**src/cpu_settings.svh**
```systemverilog
`ifndef CPU_SETTINGS_SVH
`define CPU_SETTINGS_SVH

// data path and address width
`define CPU_DATA_W 32

// general registers, each with its own flag
`define CPU_NREGS 8

// width of a register select field
`define CPU_SEL_W 3

// first instruction is fetched from here
`define CPU_RESET_PC 32'h0000_0000

`endif
```
**src/cpu_pkg.sv**
```systemverilog
package cpu_pkg;

    // one instruction takes exactly one pass through these
    typedef enum logic [1:0] {
        ST_FETCH   = 2'd0,
        ST_EXECUTE = 2'd1,
        ST_UPDATE  = 2'd2
    } cpu_state_e;

    // codes above OP_JMP are undefined and run as OP_NOP
    typedef enum logic [5:0] {
        OP_NOP   = 6'd0,
        OP_ADD   = 6'd1,
        OP_SUB   = 6'd2,
        OP_AND   = 6'd3,
        OP_OR    = 6'd4,
        OP_XOR   = 6'd5,
        OP_LDI   = 6'd6,
        OP_STORE = 6'd7,
        OP_LOAD  = 6'd8,
        OP_CMPEQ = 6'd9,
        OP_CMPLT = 6'd10,
        OP_BRF   = 6'd11,
        OP_JMP   = 6'd12
    } alu_op_e;

    // instruction word layout
    localparam int unsigned OPC_LSB  = 0;
    localparam int unsigned SRCA_LSB = 6;
    localparam int unsigned SRCB_LSB = 9;
    localparam int unsigned DST_LSB  = 12;
    localparam int unsigned HL_BIT   = 15;
    localparam int unsigned IMM_LSB  = 16;

endpackage

```
**src/cpu_if.sv**
```systemverilog
`timescale 1ns/10ps
`include "cpu_settings.svh"

// decoded instruction and state levels
interface decode_if;
    import cpu_pkg::*;

    alu_op_e                    op;
    logic [`CPU_SEL_W-1:0]      src_a;
    logic [`CPU_SEL_W-1:0]      src_b;
    logic [`CPU_SEL_W-1:0]      dst;
    logic [`CPU_DATA_W/2-1:0]   imm;
    logic                       high_low;
    logic                       in_fetch;
    logic                       in_execute;
    logic                       in_update;

    modport source (output op, src_a, src_b, dst, imm, high_low,
                    output in_fetch, in_execute, in_update);
    modport sink   (input op, src_a, src_b, dst, imm, high_low,
                    input in_fetch, in_execute, in_update);
endinterface

// register and flag values picked by src_a and src_b
interface operand_if;
    logic [`CPU_DATA_W-1:0] a_val;
    logic [`CPU_DATA_W-1:0] b_val;
    logic                   a_flag;
    logic                   b_flag;

    modport source (output a_val, b_val, a_flag, b_flag);
    modport sink   (input a_val, b_val, a_flag, b_flag);
endinterface

// what the current instruction produces
interface result_if;
    logic [`CPU_DATA_W-1:0] result;
    logic                   flag_out;
    logic                   write_en;
    logic                   store;
    logic                   access;
    logic                   take_branch;

    modport source (output result, flag_out, write_en, store, access, take_branch);
    modport sink   (input result, flag_out, write_en, store, access, take_branch);
endinterface

```
**src/cpu.sv**
```systemverilog
`timescale 1ns/10ps
`include "cpu_settings.svh"

module cpu (
    input  logic                   clock,
    input  logic                   arst_n,
    input  logic [`CPU_DATA_W-1:0] data,
    output logic [`CPU_DATA_W-1:0] datao,
    output logic [`CPU_DATA_W-1:0] address,
    output logic                   rw
);

    decode_if  dec ();
    operand_if opnd ();
    result_if  res ();

    // sequencer and instruction register
    fetch_decode i_fetch_decode (
        .clock  (clock),
        .arst_n (arst_n),
        .data   (data),
        .dec    (dec)
    );

    reg_file i_reg_file (
        .clock  (clock),
        .arst_n (arst_n),
        .dec    (dec),
        .opnd   (opnd),
        .res    (res)
    );

    // load data enters through here
    alu i_alu (
        .data   (data),
        .dec    (dec),
        .opnd   (opnd),
        .res    (res)
    );

    bus_ctrl i_bus_ctrl (
        .clock   (clock),
        .arst_n  (arst_n),
        .dec     (dec),
        .opnd    (opnd),
        .res     (res),
        .address (address),
        .datao   (datao),
        .rw      (rw)
    );

endmodule

```
**src/bus_ctrl.sv**
```systemverilog
`timescale 1ns/10ps
`include "cpu_settings.svh"

module bus_ctrl (
    input  logic                   clock,
    input  logic                   arst_n,
    decode_if.sink                 dec,
    operand_if.sink                opnd,
    result_if.sink                 res,
    output logic [`CPU_DATA_W-1:0] address,
    output logic [`CPU_DATA_W-1:0] datao,
    output logic                   rw
);

    logic [`CPU_DATA_W-1:0] pc;
    logic [`CPU_DATA_W-1:0] target;

    // branch target is the zero extended immediate
    assign target = {{(`CPU_DATA_W/2){1'b0}}, dec.imm};

    // pc moves once per instruction at the end of UPDATE
    always_ff @(posedge clock or negedge arst_n)
    begin
        if (!arst_n)
        begin
            pc <= `CPU_RESET_PC;
        end
        else if (dec.in_update)
        begin
            if (res.take_branch)
                pc <= target;
            else
                pc <= pc + 1'b1;
        end
    end

    // data accesses borrow the bus only during EXECUTE
    assign address = (dec.in_execute && res.access) ? opnd.b_val : pc;
    assign rw      = !(dec.in_execute && res.store);
    assign datao   = opnd.a_val;

    // a write always targets the address taken from source B
    a_write_addr: assert property (
        @(posedge clock) disable iff (!arst_n)
        !rw |-> (address == opnd.b_val)
    ) else $error("write address is not source B");

endmodule

```
**src/alu.sv**
```systemverilog
`timescale 1ns/10ps
`include "cpu_settings.svh"

module alu (
    input  logic [`CPU_DATA_W-1:0] data,
    decode_if.sink                 dec,
    operand_if.sink                opnd,
    result_if.source               res
);
    import cpu_pkg::*;

    localparam int HALF_W = `CPU_DATA_W / 2;

    logic [`CPU_DATA_W:0] sum;
    logic [`CPU_DATA_W:0] diff;

    // extra bit holds carry out and borrow
    assign sum  = {1'b0, opnd.a_val} + {1'b0, opnd.b_val};
    assign diff = {1'b0, opnd.a_val} - {1'b0, opnd.b_val};

    always_comb
    begin
        res.result      = '0;
        res.flag_out    = 1'b0;
        res.write_en    = 1'b0;
        res.store       = 1'b0;
        res.access      = 1'b0;
        res.take_branch = 1'b0;

        case (dec.op)
            OP_ADD:
            begin
                res.result   = sum[`CPU_DATA_W-1:0];
                res.flag_out = sum[`CPU_DATA_W];
                res.write_en = 1'b1;
            end
            OP_SUB:
            begin
                res.result   = diff[`CPU_DATA_W-1:0];
                res.flag_out = diff[`CPU_DATA_W];
                res.write_en = 1'b1;
            end
            OP_AND:
            begin
                res.result   = opnd.a_val & opnd.b_val;
                res.flag_out = (res.result == '0);
                res.write_en = 1'b1;
            end
            OP_OR:
            begin
                res.result   = opnd.a_val | opnd.b_val;
                res.flag_out = (res.result == '0);
                res.write_en = 1'b1;
            end
            OP_XOR:
            begin
                res.result   = opnd.a_val ^ opnd.b_val;
                res.flag_out = (res.result == '0);
                res.write_en = 1'b1;
            end
            OP_LDI:
            begin
                // the other half comes from source A
                if (dec.high_low)
                    res.result = {dec.imm, opnd.a_val[HALF_W-1:0]};
                else
                    res.result = {opnd.a_val[`CPU_DATA_W-1:HALF_W], dec.imm};
                res.write_en = 1'b1;
            end
            OP_CMPEQ:
            begin
                res.flag_out = (opnd.a_val == opnd.b_val);
                res.result   = {{(`CPU_DATA_W-1){1'b0}}, res.flag_out};
                res.write_en = 1'b1;
            end
            OP_CMPLT:
            begin
                res.flag_out = (opnd.a_val < opnd.b_val);
                res.result   = {{(`CPU_DATA_W-1){1'b0}}, res.flag_out};
                res.write_en = 1'b1;
            end
            OP_LOAD:
            begin
                res.result   = data;
                res.flag_out = (data == '0);
                res.write_en = 1'b1;
                res.access   = 1'b1;
            end
            OP_STORE:
            begin
                res.store  = 1'b1;
                res.access = 1'b1;
            end
            OP_BRF:   res.take_branch = opnd.a_flag;
            OP_JMP:   res.take_branch = 1'b1;
            default:  ;
        endcase
    end

endmodule

```
**src/reg_file.sv**
```systemverilog
`timescale 1ns/10ps
`include "cpu_settings.svh"

module reg_file (
    input  logic      clock,
    input  logic      arst_n,
    decode_if.sink    dec,
    operand_if.source opnd,
    result_if.sink    res
);

    logic [`CPU_DATA_W-1:0] regs [`CPU_NREGS];
    logic [`CPU_NREGS-1:0]  flags;
    logic                   wr;

    // results are committed on the edge that ends EXECUTE
    assign wr = dec.in_execute && res.write_en;

    always_ff @(posedge clock or negedge arst_n)
    begin
        if (!arst_n)
        begin
            for (int i = 0; i < `CPU_NREGS; i++)
            begin
                regs[i] <= '0;
            end
        end
        else if (wr)
        begin
            regs[dec.dst] <= res.result;
        end
    end

    always_ff @(posedge clock or negedge arst_n)
    begin
        if (!arst_n)
        begin
            flags <= '0;
        end
        else if (wr)
        begin
            flags[dec.dst] <= res.flag_out;
        end
    end

    // two combinational read ports
    assign opnd.a_val  = regs[dec.src_a];
    assign opnd.b_val  = regs[dec.src_b];
    assign opnd.a_flag = flags[dec.src_a];
    assign opnd.b_flag = flags[dec.src_b];

    // a write may only land while the ALU result is valid
    a_write_window: assert property (
        @(posedge clock) disable iff (!arst_n)
        wr |-> $past(dec.in_fetch)
    ) else $error("register write outside EXECUTE");

endmodule

```
**src/fetch_decode.sv**
```systemverilog
`timescale 1ns/10ps
`include "cpu_settings.svh"

module fetch_decode (
    input  logic                   clock,
    input  logic                   arst_n,
    input  logic [`CPU_DATA_W-1:0] data,
    decode_if.source               dec
);
    import cpu_pkg::*;

    cpu_state_e                 state;
    cpu_state_e                 state_nxt;
    logic [`CPU_DATA_W-1:0]     ir;
    logic [$bits(alu_op_e)-1:0] op_raw;

    // FETCH -> EXECUTE -> UPDATE, one step per clock
    always_comb
    begin
        case (state)
            ST_FETCH:   state_nxt = ST_EXECUTE;
            ST_EXECUTE: state_nxt = ST_UPDATE;
            ST_UPDATE:  state_nxt = ST_FETCH;
            default:    state_nxt = ST_FETCH;
        endcase
    end

    always_ff @(posedge clock or negedge arst_n)
    begin
        if (!arst_n)
        begin
            state <= ST_FETCH;
        end
        else
        begin
            state <= state_nxt;
        end
    end

    // zero after reset so the first decode is a nop
    always_ff @(posedge clock or negedge arst_n)
    begin
        if (!arst_n)
        begin
            ir <= '0;
        end
        else if (state == ST_FETCH)
        begin
            ir <= data;
        end
    end

    assign op_raw = ir[OPC_LSB +: $bits(alu_op_e)];

    // undefined codes fold into nop here so nothing downstream sees them
    always_comb
    begin
        if (op_raw <= OP_JMP)
            dec.op = alu_op_e'(op_raw);
        else
            dec.op = OP_NOP;
    end

    assign dec.src_a    = ir[SRCA_LSB +: `CPU_SEL_W];
    assign dec.src_b    = ir[SRCB_LSB +: `CPU_SEL_W];
    assign dec.dst      = ir[DST_LSB +: `CPU_SEL_W];
    assign dec.high_low = ir[HL_BIT];
    assign dec.imm      = ir[IMM_LSB +: `CPU_DATA_W/2];

    assign dec.in_fetch   = (state == ST_FETCH);
    assign dec.in_execute = (state == ST_EXECUTE);
    assign dec.in_update  = (state == ST_UPDATE);

    // reg_file and bus_ctrl both key their timing off these levels
    a_state_onehot: assert property (
        @(posedge clock) disable iff (!arst_n)
        $onehot({dec.in_fetch, dec.in_execute, dec.in_update})
    ) else $error("state levels not one-hot");

endmodule

```
**config.mk**
```make
export PLATFORM = sky130hd
export DESIGN_NAME = cpu
export DESIGN_NICKNAME = d
export VERILOG_FILES = /design/src/cpu_pkg.sv /design/src/cpu_if.sv /design/src/cpu.sv /design/src/bus_ctrl.sv /design/src/alu.sv /design/src/reg_file.sv /design/src/fetch_decode.sv
export VERILOG_INCLUDE_DIRS = /design/src
export SDC_FILE = /design/constraint.sdc
export NUM_CORES = 1
export LEC_CHECK = 0
export BUFFER_PORTS_ARGS = -buffer_cell sky130_fd_sc_hd__buf_2
export CORE_UTILIZATION = 57
export DETAILED_ROUTE_END_ITERATION = 7
export PLACE_DENSITY = 0.77
export REMOVE_ABC_BUFFERS = 1
export SETUP_SLACK_MARGIN = 0.5
export SYNTH_ARGS = -nofsm -noshare
export SYNTH_HDL_FRONTEND = slang
export SYNTH_SLANG_ARGS = --single-unit
```
**constraint.sdc**
```tcl
create_clock -name clock -period 5.2 [get_ports clock]
set_input_delay 0.78 -clock clock [delete_from_list [all_inputs] [get_ports clock]]
set_output_delay 0.78 -clock clock [all_outputs]
set_load 0.05 [all_outputs]
```
After elaboration in Yosys (flattened, before gate mapping)
Index checks and enable logic that the tools add are counted.
Widths: inputs -> output; s select.
{ "word_totals": {"memories": 0, "wordCells": 83, "input_bits": 34, "ramBits": 0, "ff_bits": 330, "rom_bits": 0, "latch_bits": 0} }
{ "op_classes": {"n_bitwise": 6, "n_div": 0, "addsub": 3, "n_lt_le_gt_ge": 9, "shift": 0, "mux": 25, "mul": 0, "reduce_logical": 13, "eq_ne": 15} }
{ "ops": {"columns": ["cell", "count"], "rows": [
  ["$pmux 32 s9", 1],
  ["$bwmux 256", 1],
  ["$mux 32", 8],
  ["$bmux 32 s3", 2],
  ["$logic_not 32->1", 4],
  ["$demux 32 s3", 1],
  ["$add 32x32->33", 1],
  ["$sub 32x32->33", 1],
  ["$add 32x1->32 const B", 1],
  ["$and 32x32->32", 1],
  ["$eq 32x32->1", 1],
  ["$lt 32x32->1", 1],
  ["$or 32x32->32", 1],
  ["$xor 32x32->32", 1],
  ["$eq 6x4->1 const B", 5],
  ["$eq 6x3->1 const B", 4],
  ["$eq 6x2->1 const B", 2],
  ["$ge 4x4->1 const B", 3],
  ["$not 3->4", 3],
  ["$reduce_or 9->1", 1],
  ["$bwmux 8", 1],
  ["$lt 3x4->1 const B", 2],
  ["$pmux 1 s8", 1],
  ["$eq 6x1->1 const B", 1],
  ["other kinds (15)", 23]
]} }

Longest topological paths before layout
{ "logic_depth": {"word_depth": 8, "ltp_mapped": 20} }

By module
A second synthesis with hierarchy kept.
{ "hier_totals": {"cells_unflattened": 2175, "area_unflattened_um2": 24328.3} }
{ "by_module_without_submodules": {"columns": ["module", "area_each_um2", "cells_per_inst", "n_inst"], "rows": [
  ["reg_file", 14013.4, 801, 1],
  ["alu", 6163.4, 969, 1],
  ["bus_ctrl", 2626.3, 297, 1],
  ["fetch_decode", 1525.2, 108, 1]
]} }

Worst setup path after synthesis
Ideal clock, no wire load.
{ "synth_path": {"path_type": "reg-to-reg", "from": "register i_fetch_decode.ir[6]", "to": "register i_reg_file.regs[148] (netlist name)", "arrival_time_ns": 4.926, "path_buffers": 5, "stages_incl_launch_ff": 20, "required_ns": 5.075, "setup_ns": 0.125, "setup_slack_ns": 0.150, "cell_sequence": "dfrtp_1 -> buf_6 -> buf_8 -> buf_6 -> buf_6 -> buf_4 -> mux4_2 -> mux2i_1 -> inv_1 -> ha_1 -> fa_1 -> a21oi_1 -> o211ai_1 -> a31oi_1 -> a21oi_1 -> o31a_1 -> or2_2 -> a221oi_1 -> o21ai_1 -> mux2_2"} }
{ "synth_via": {"elab_chain_cells": 7} }
{ "synth_lines": {"columns": ["element", "line", "text"], "rows": [
  ["from (decl)", "fetch_decode.sv:14", "logic [`CPU_DATA_W-1:0] ir;"],
  ["from (signal assigned)", "fetch_decode.sv:49", "ir <= data;"],
  ["$not 3->4 (not written as such) (*)", "reg_file.sv:47", "assign opnd.a_val = regs[dec.src_a];"],
  ["$bmux 32 s3 (*)", "reg_file.sv:47", null],
  ["$mux 32 (not written as such) (*) (2 in a row)", "reg_file.sv:47", null],
  ["via datao[0]", "cpu.sv:8", "output logic [`CPU_DATA_W-1:0] datao,"],
  ["$sub 32x32->33 or $add 32x32->33 (tied branches)", "alu.sv:19, alu.sv:18", null],
  ["$pmux 32 s9 (*)", "alu.sv:30", "case (dec.op)"],
  ["$bwmux 256 (*)", "reg_file.sv:30", "regs[dec.dst] <= res.result;"],
  ["to (signal, indexed assignment)", "reg_file.sv:30", null],
  ["to (decl)", "reg_file.sv:12", "logic [`CPU_DATA_W-1:0] regs [`CPU_NREGS];"]
]} }
Mark *: on every way through the listed nets, which the timed path passes. The rest lies on a longest branch. The select of a mux whose other input is x is not followed.
A chain may end at the register's enable or synchronous reset.

Worst setup path in the final report
{ "layout_path": {"from": "register i_fetch_decode.ir[9]", "to": "register i_reg_file.regs[93] (netlist name)"} }
{ "layout_via": {"elab_chain_cells": 7} }
{ "layout_lines": {"columns": ["element", "line", "text"], "rows": [
  ["$not 3->4 (not written as such) (*)", "reg_file.sv:48", "assign opnd.b_val = regs[dec.src_b];"],
  ["$bmux 32 s3 (*)", "reg_file.sv:48", null],
  ["$mux 32 (not written as such) (*) (2 in a row)", "reg_file.sv:48", null],
  ["$sub 32x32->33 (tied with other cells)", "alu.sv:19", "assign diff = {1'b0, opnd.a_val} - {1'b0, opnd.b_val};"],
  ["$pmux 32 s9 (*)", "alu.sv:30", null],
  ["$bwmux 256 (*)", "reg_file.sv:30", null]
]} }
Mark *: on every way between the ends. The rest lies on a longest branch, timed or not. The select of a mux whose other input is x is not followed.

==> metrics.yaml <==
outcome:
  outcome: "finished clean"
synth:
  yosysSeqAreaShare_pct: 35.2
  ys_seq_elements: 330
  synthArstFlopShare_pct: 100
  ys_types: 93
  synth-edff-count: 0
  syn_avg_cell_area_um2: 10.5
  synthesis.area_mm2: 0.0234
  postSynthCellCount: 2242
  yosysWarnings: 0
  synth_flop_cell: "dfrtp_1"
global_route:
  grt_max_degree: 119
  grt_usage_pct: 40.8
  grt_overflow: 0
  first_global_vias: 20600
  antenna_found_initial: 0
  grt_first_pass_wirelength_mm: 128
detailed_routing:
  wl_per_cell_um: 28.8
  drtAntennaViolNets: 0
  routed-via-count: 20700
  drt-initial-drc-count: 2564
  routed_wl_mm: 84.0
  dr.pass1.iters: 6
  vias_per_cell: 7.09
  post-route-drc-count: 0
clock_network:
  cts_buffers: 38
  clock_sinks: 330
  htreeDepth: 2
  hold_buffers: 0
  clk_pin_slew_ns: 0.07
  root_buffer: "clkbuf_16"
  insertion_delay_ns: 0.58
  cts_tree: "built"
  cts_buffer_depth: 3
final_layout:
  fin_nets: 2521
  regArea_mm2: 0.00827
  antenna_cells: 0
  final_area_mm2: 0.0268
  drive_gt1_share_pct: 33.2
  area_delta_synth_final_pct: 14.4
  fillers: 3116
  multi_input_area_mm2: 0.0144
  final_cell_count_no_fill: 2923
setup_path:
  worstSetupEndpointType: "flip-flop"
  slowest_stage: "mux4_2"
  reg2reg_to: "i_reg_file.regs[93]$_DFFE_PN0P_"
  rrSetupSlack_ns: 0.58
  crit_family: "buffers and inverters"
  r2r_start: "i_fetch_decode.ir[9]$_DFFE_PN0N_"
  cp_max_fo: 12
  path_class: "flip-flop to flip-flop"
  critPathBufInv: 9
  cp_common_cell: "buf_4"
  max_stage_delay_ns: 0.52
  crit_cells: 20
  path_cells: "buf_4 > buf_16 > mux4_2 > mux2_2 > inv_1 > ha_1 > inv_2 > a21oi_2 > o211ai_2 > a311oi_2 > buf_4 > nor4_4 > buf_4 > buf_4 > buf_4 > o2111a_1 > or3_1 > a22oi_2 > buf_4 > mux2_2"
  worstSetupStartpointType: "flip-flop"
  required_ns: 5.71
  setup.worst_path.end: "i_reg_file.regs[93]$_DFFE_PN0P_"
  worst_ep_arrival_time_ns: 5.12
  reg2reg_depth: 20
  cp-startpoint: "i_fetch_decode.ir[9]$_DFFE_PN0N_"
die:
  start_util_pct: 58.4
  coreArea_mm2: 0.0401
  dieWidth_um: 205
  die_y_um: 205
  die_area_mm2: 0.0419
  row_count: 73
  ios: 99
timing:
  finClkSkew_ns: 0.0205
  period_share_pct: 88.8
  hold_viol: 0
  worst_pin_slew_ns: 1.08
  slew_headroom_pct: 27.7
  setup_viol: 0
  hold_ws_ns: 0.277
  rsz0062_at_grt: "yes"
  slew_viol_final: 0
  max_freq_mhz: 217
  fin_crit_ns: 4.62
pwr:
  vdd_ir_drop_max_uv: 257
  p_sw_mw: 2.83
  p_clk_share_pct: 34.4
  power_density_mw_per_mm2: 300
  p_sw_share_pct: 35.2
  power_frac_seq_pct: 36.2
  p_comb_share_pct: 29.3
  intPower_mw: 5.20
  cellLeakagePower_nw: 11.8
placed_design:
  hpwl_mm: 60.6
  dp_cells: 2845
  gp_congestion: 1.03
  portBuffers: 98
  place_area_mm2: 0.0251
job:
  drv_cap: 0
hold_path:
  hold_class: "primary input to asynchronous set/reset pin"
## Yosys cell counts, types with 5 or more instances
cell / count / area share, %
a2111oi_0: 8 / 0.30
a211o_1: 9 / 0.34
a211oi_1: 24 / 0.77
a21o_1: 16 / 0.51
a21oi_1: 153 / 3.3
a221o_1: 5 / 0.21
a221oi_1: 16 / 0.60
a222oi_1: 9 / 0.38
a22oi_1: 22 / 0.70
a31oi_1: 36 / 0.96
and2_1: 9 / 0.24
and3_1: 9 / 0.24
buf_1: 16 / 0.26
buf_2: 25 / 0.53
clkbuf_1: 108 / 1.7
dfrtp_1: 330 / 35
ha_1: 112 / 6.0
inv_1: 98 / 1.6
inv_2: 7 / 0.11
mux2_2: 267 / 13
mux2_4: 7 / 0.45
mux2i_1: 24 / 1.0
mux4_1: 8 / 0.90
mux4_2: 122 / 12
nand2_1: 160 / 2.6
nand2b_1: 15 / 0.40
nand3_1: 58 / 1.2
nand4_1: 26 / 0.69
nor2_1: 173 / 2.8
nor2b_1: 11 / 0.29
nor3_1: 22 / 0.47
nor4_1: 34 / 0.91
o2111ai_1: 9 / 0.34
o211ai_1: 21 / 0.67
o21ai_0: 89 / 1.9
o21ai_1: 15 / 0.32
o21bai_1: 16 / 0.51
o221a_2: 5 / 0.24
o221ai_1: 18 / 0.67
o31ai_1: 10 / 0.32
or2_2: 5 / 0.13
or3_1: 16 / 0.43
xnor2_1: 6 / 0.22
xor2_1: 13 / 0.49
## layout make-up
cell class                 count  area share (%)
multi-input combinational   1651            53.8
sequential                   330            30.9
timing repair buffer         247            6.81
clock buffer                  52            3.93
tap                          525            2.45
inverter                     105            1.47
clock inverter                13           0.700
## logic make-up after synthesis
| group | Yosys count | share of synthesized area, % |
|---|---|---|
| AOI/OAI and AO/OA | 535 | 15.3 |
| buffers and inverters | 261 | 4.51 |
| adders and majority gates | 114 | 6.15 |
| DFF | 330 | 35.2 |
| muxes | 429 | 27.0 |
| and+or+nand+nor | 554 | 11.1 |
| xor gates and xnor gates | 19 | 0.710 |
## worst min path at each step
stage	startpoint	endpoint	cells after the start
after detailed placement	i_reg_file.regs[102]$_DFFE_PN0P_	i_reg_file.regs[102]$_DFFE_PN0P_	2
after global placement	i_reg_file.regs[134]$_DFFE_PN0P_	i_reg_file.regs[134]$_DFFE_PN0P_	2
final	arst_n	i_reg_file.regs[177]$_DFFE_PN0P_	1
after CTS	arst_n	i_reg_file.regs[177]$_DFFE_PN0P_	1
after global routing	arst_n	i_reg_file.regs[177]$_DFFE_PN0P_	1
after floorplan	i_reg_file.regs[161]$_DFFE_PN0P_	i_reg_file.regs[161]$_DFFE_PN0P_	2
## what timing repair did
action | in CTS | in global routing
endpoints found under the hold margin | 0 | 0
setup endpoints to repair | 152 | 156
setup buffers | 11 | 2
pin swaps | 1 | 3
resized for setup | 6 | 50
## power groups by stage
stage	logic [mW]	clock network [mW]	registers (mW)
after global placement	2.13	0	2.94
after detailed placement	2.15	0	2.96
after CTS	2.23	2.78	2.90
after floorplan	1.34	0	2.92
final	2.36	2.77	2.91
after global routing	2.48	2.87	2.93
## state kept, by name (all words and copies together), names as in the netlist
signal	flops
i_bus_ctrl.pc	32
i_fetch_decode.ir	32
i_fetch_decode.state	2
i_reg_file.flags	8
i_reg_file.regs	256
## placed cells by master, fill, tap and decap left out, drive strengths merged, types with 17 or more instances in the layout
master | netlist | final
mux2i | 25 | 25
o21ai | 105 | 105
a22oi | 23 | 23
nor2 | 174 | 174
o211ai | 22 | 22
mux2 | 274 | 274
a21oi | 154 | 154
nor4 | 37 | 37
a211oi | 25 | 25
o221ai | 19 | 19
buf | 48 | 247
ha | 112 | 112
nand4 | 26 | 26
nand3 | 58 | 58
a221oi | 17 | 17
dfrtp | 330 | 330
a31oi | 36 | 36
clkbuf | 108 | 52
inv | 105 | 107
nand2 | 160 | 160
nor3 | 23 | 23
mux4 | 130 | 130
## metrics by stage
| step | setup WS [ns] | utilization (%) | TNS [ns] | total power [mW] |
|---|---|---|---|---|
| after CTS | 0.543 | 66.3 | 0 | 7.91 |
| final | 0.585 | 66.8 | 0 | 8.03 |
| after floorplan | -1.45 | - | -277.36 | 4.26 |
| after global placement | 0.140 | 62.7 | 0 | 5.07 |
| after global routing | 0.470 | 66.8 | 0 | 8.29 |
| after detailed placement | 0.0821 | 62.7 | 0 | 5.11 |
## metal layers
metal  vias to the layer above  share of wire (%)  global-route usage, %
met5                         -                  0                      0
met4                         0                5.0                   19.8
met3                       300                9.8                   7.91
met2                      1316                 45                   63.0
met1                     10400                 40                   55.0
li1                       8715                  -                      -
(Power assumes the default switching activity.)
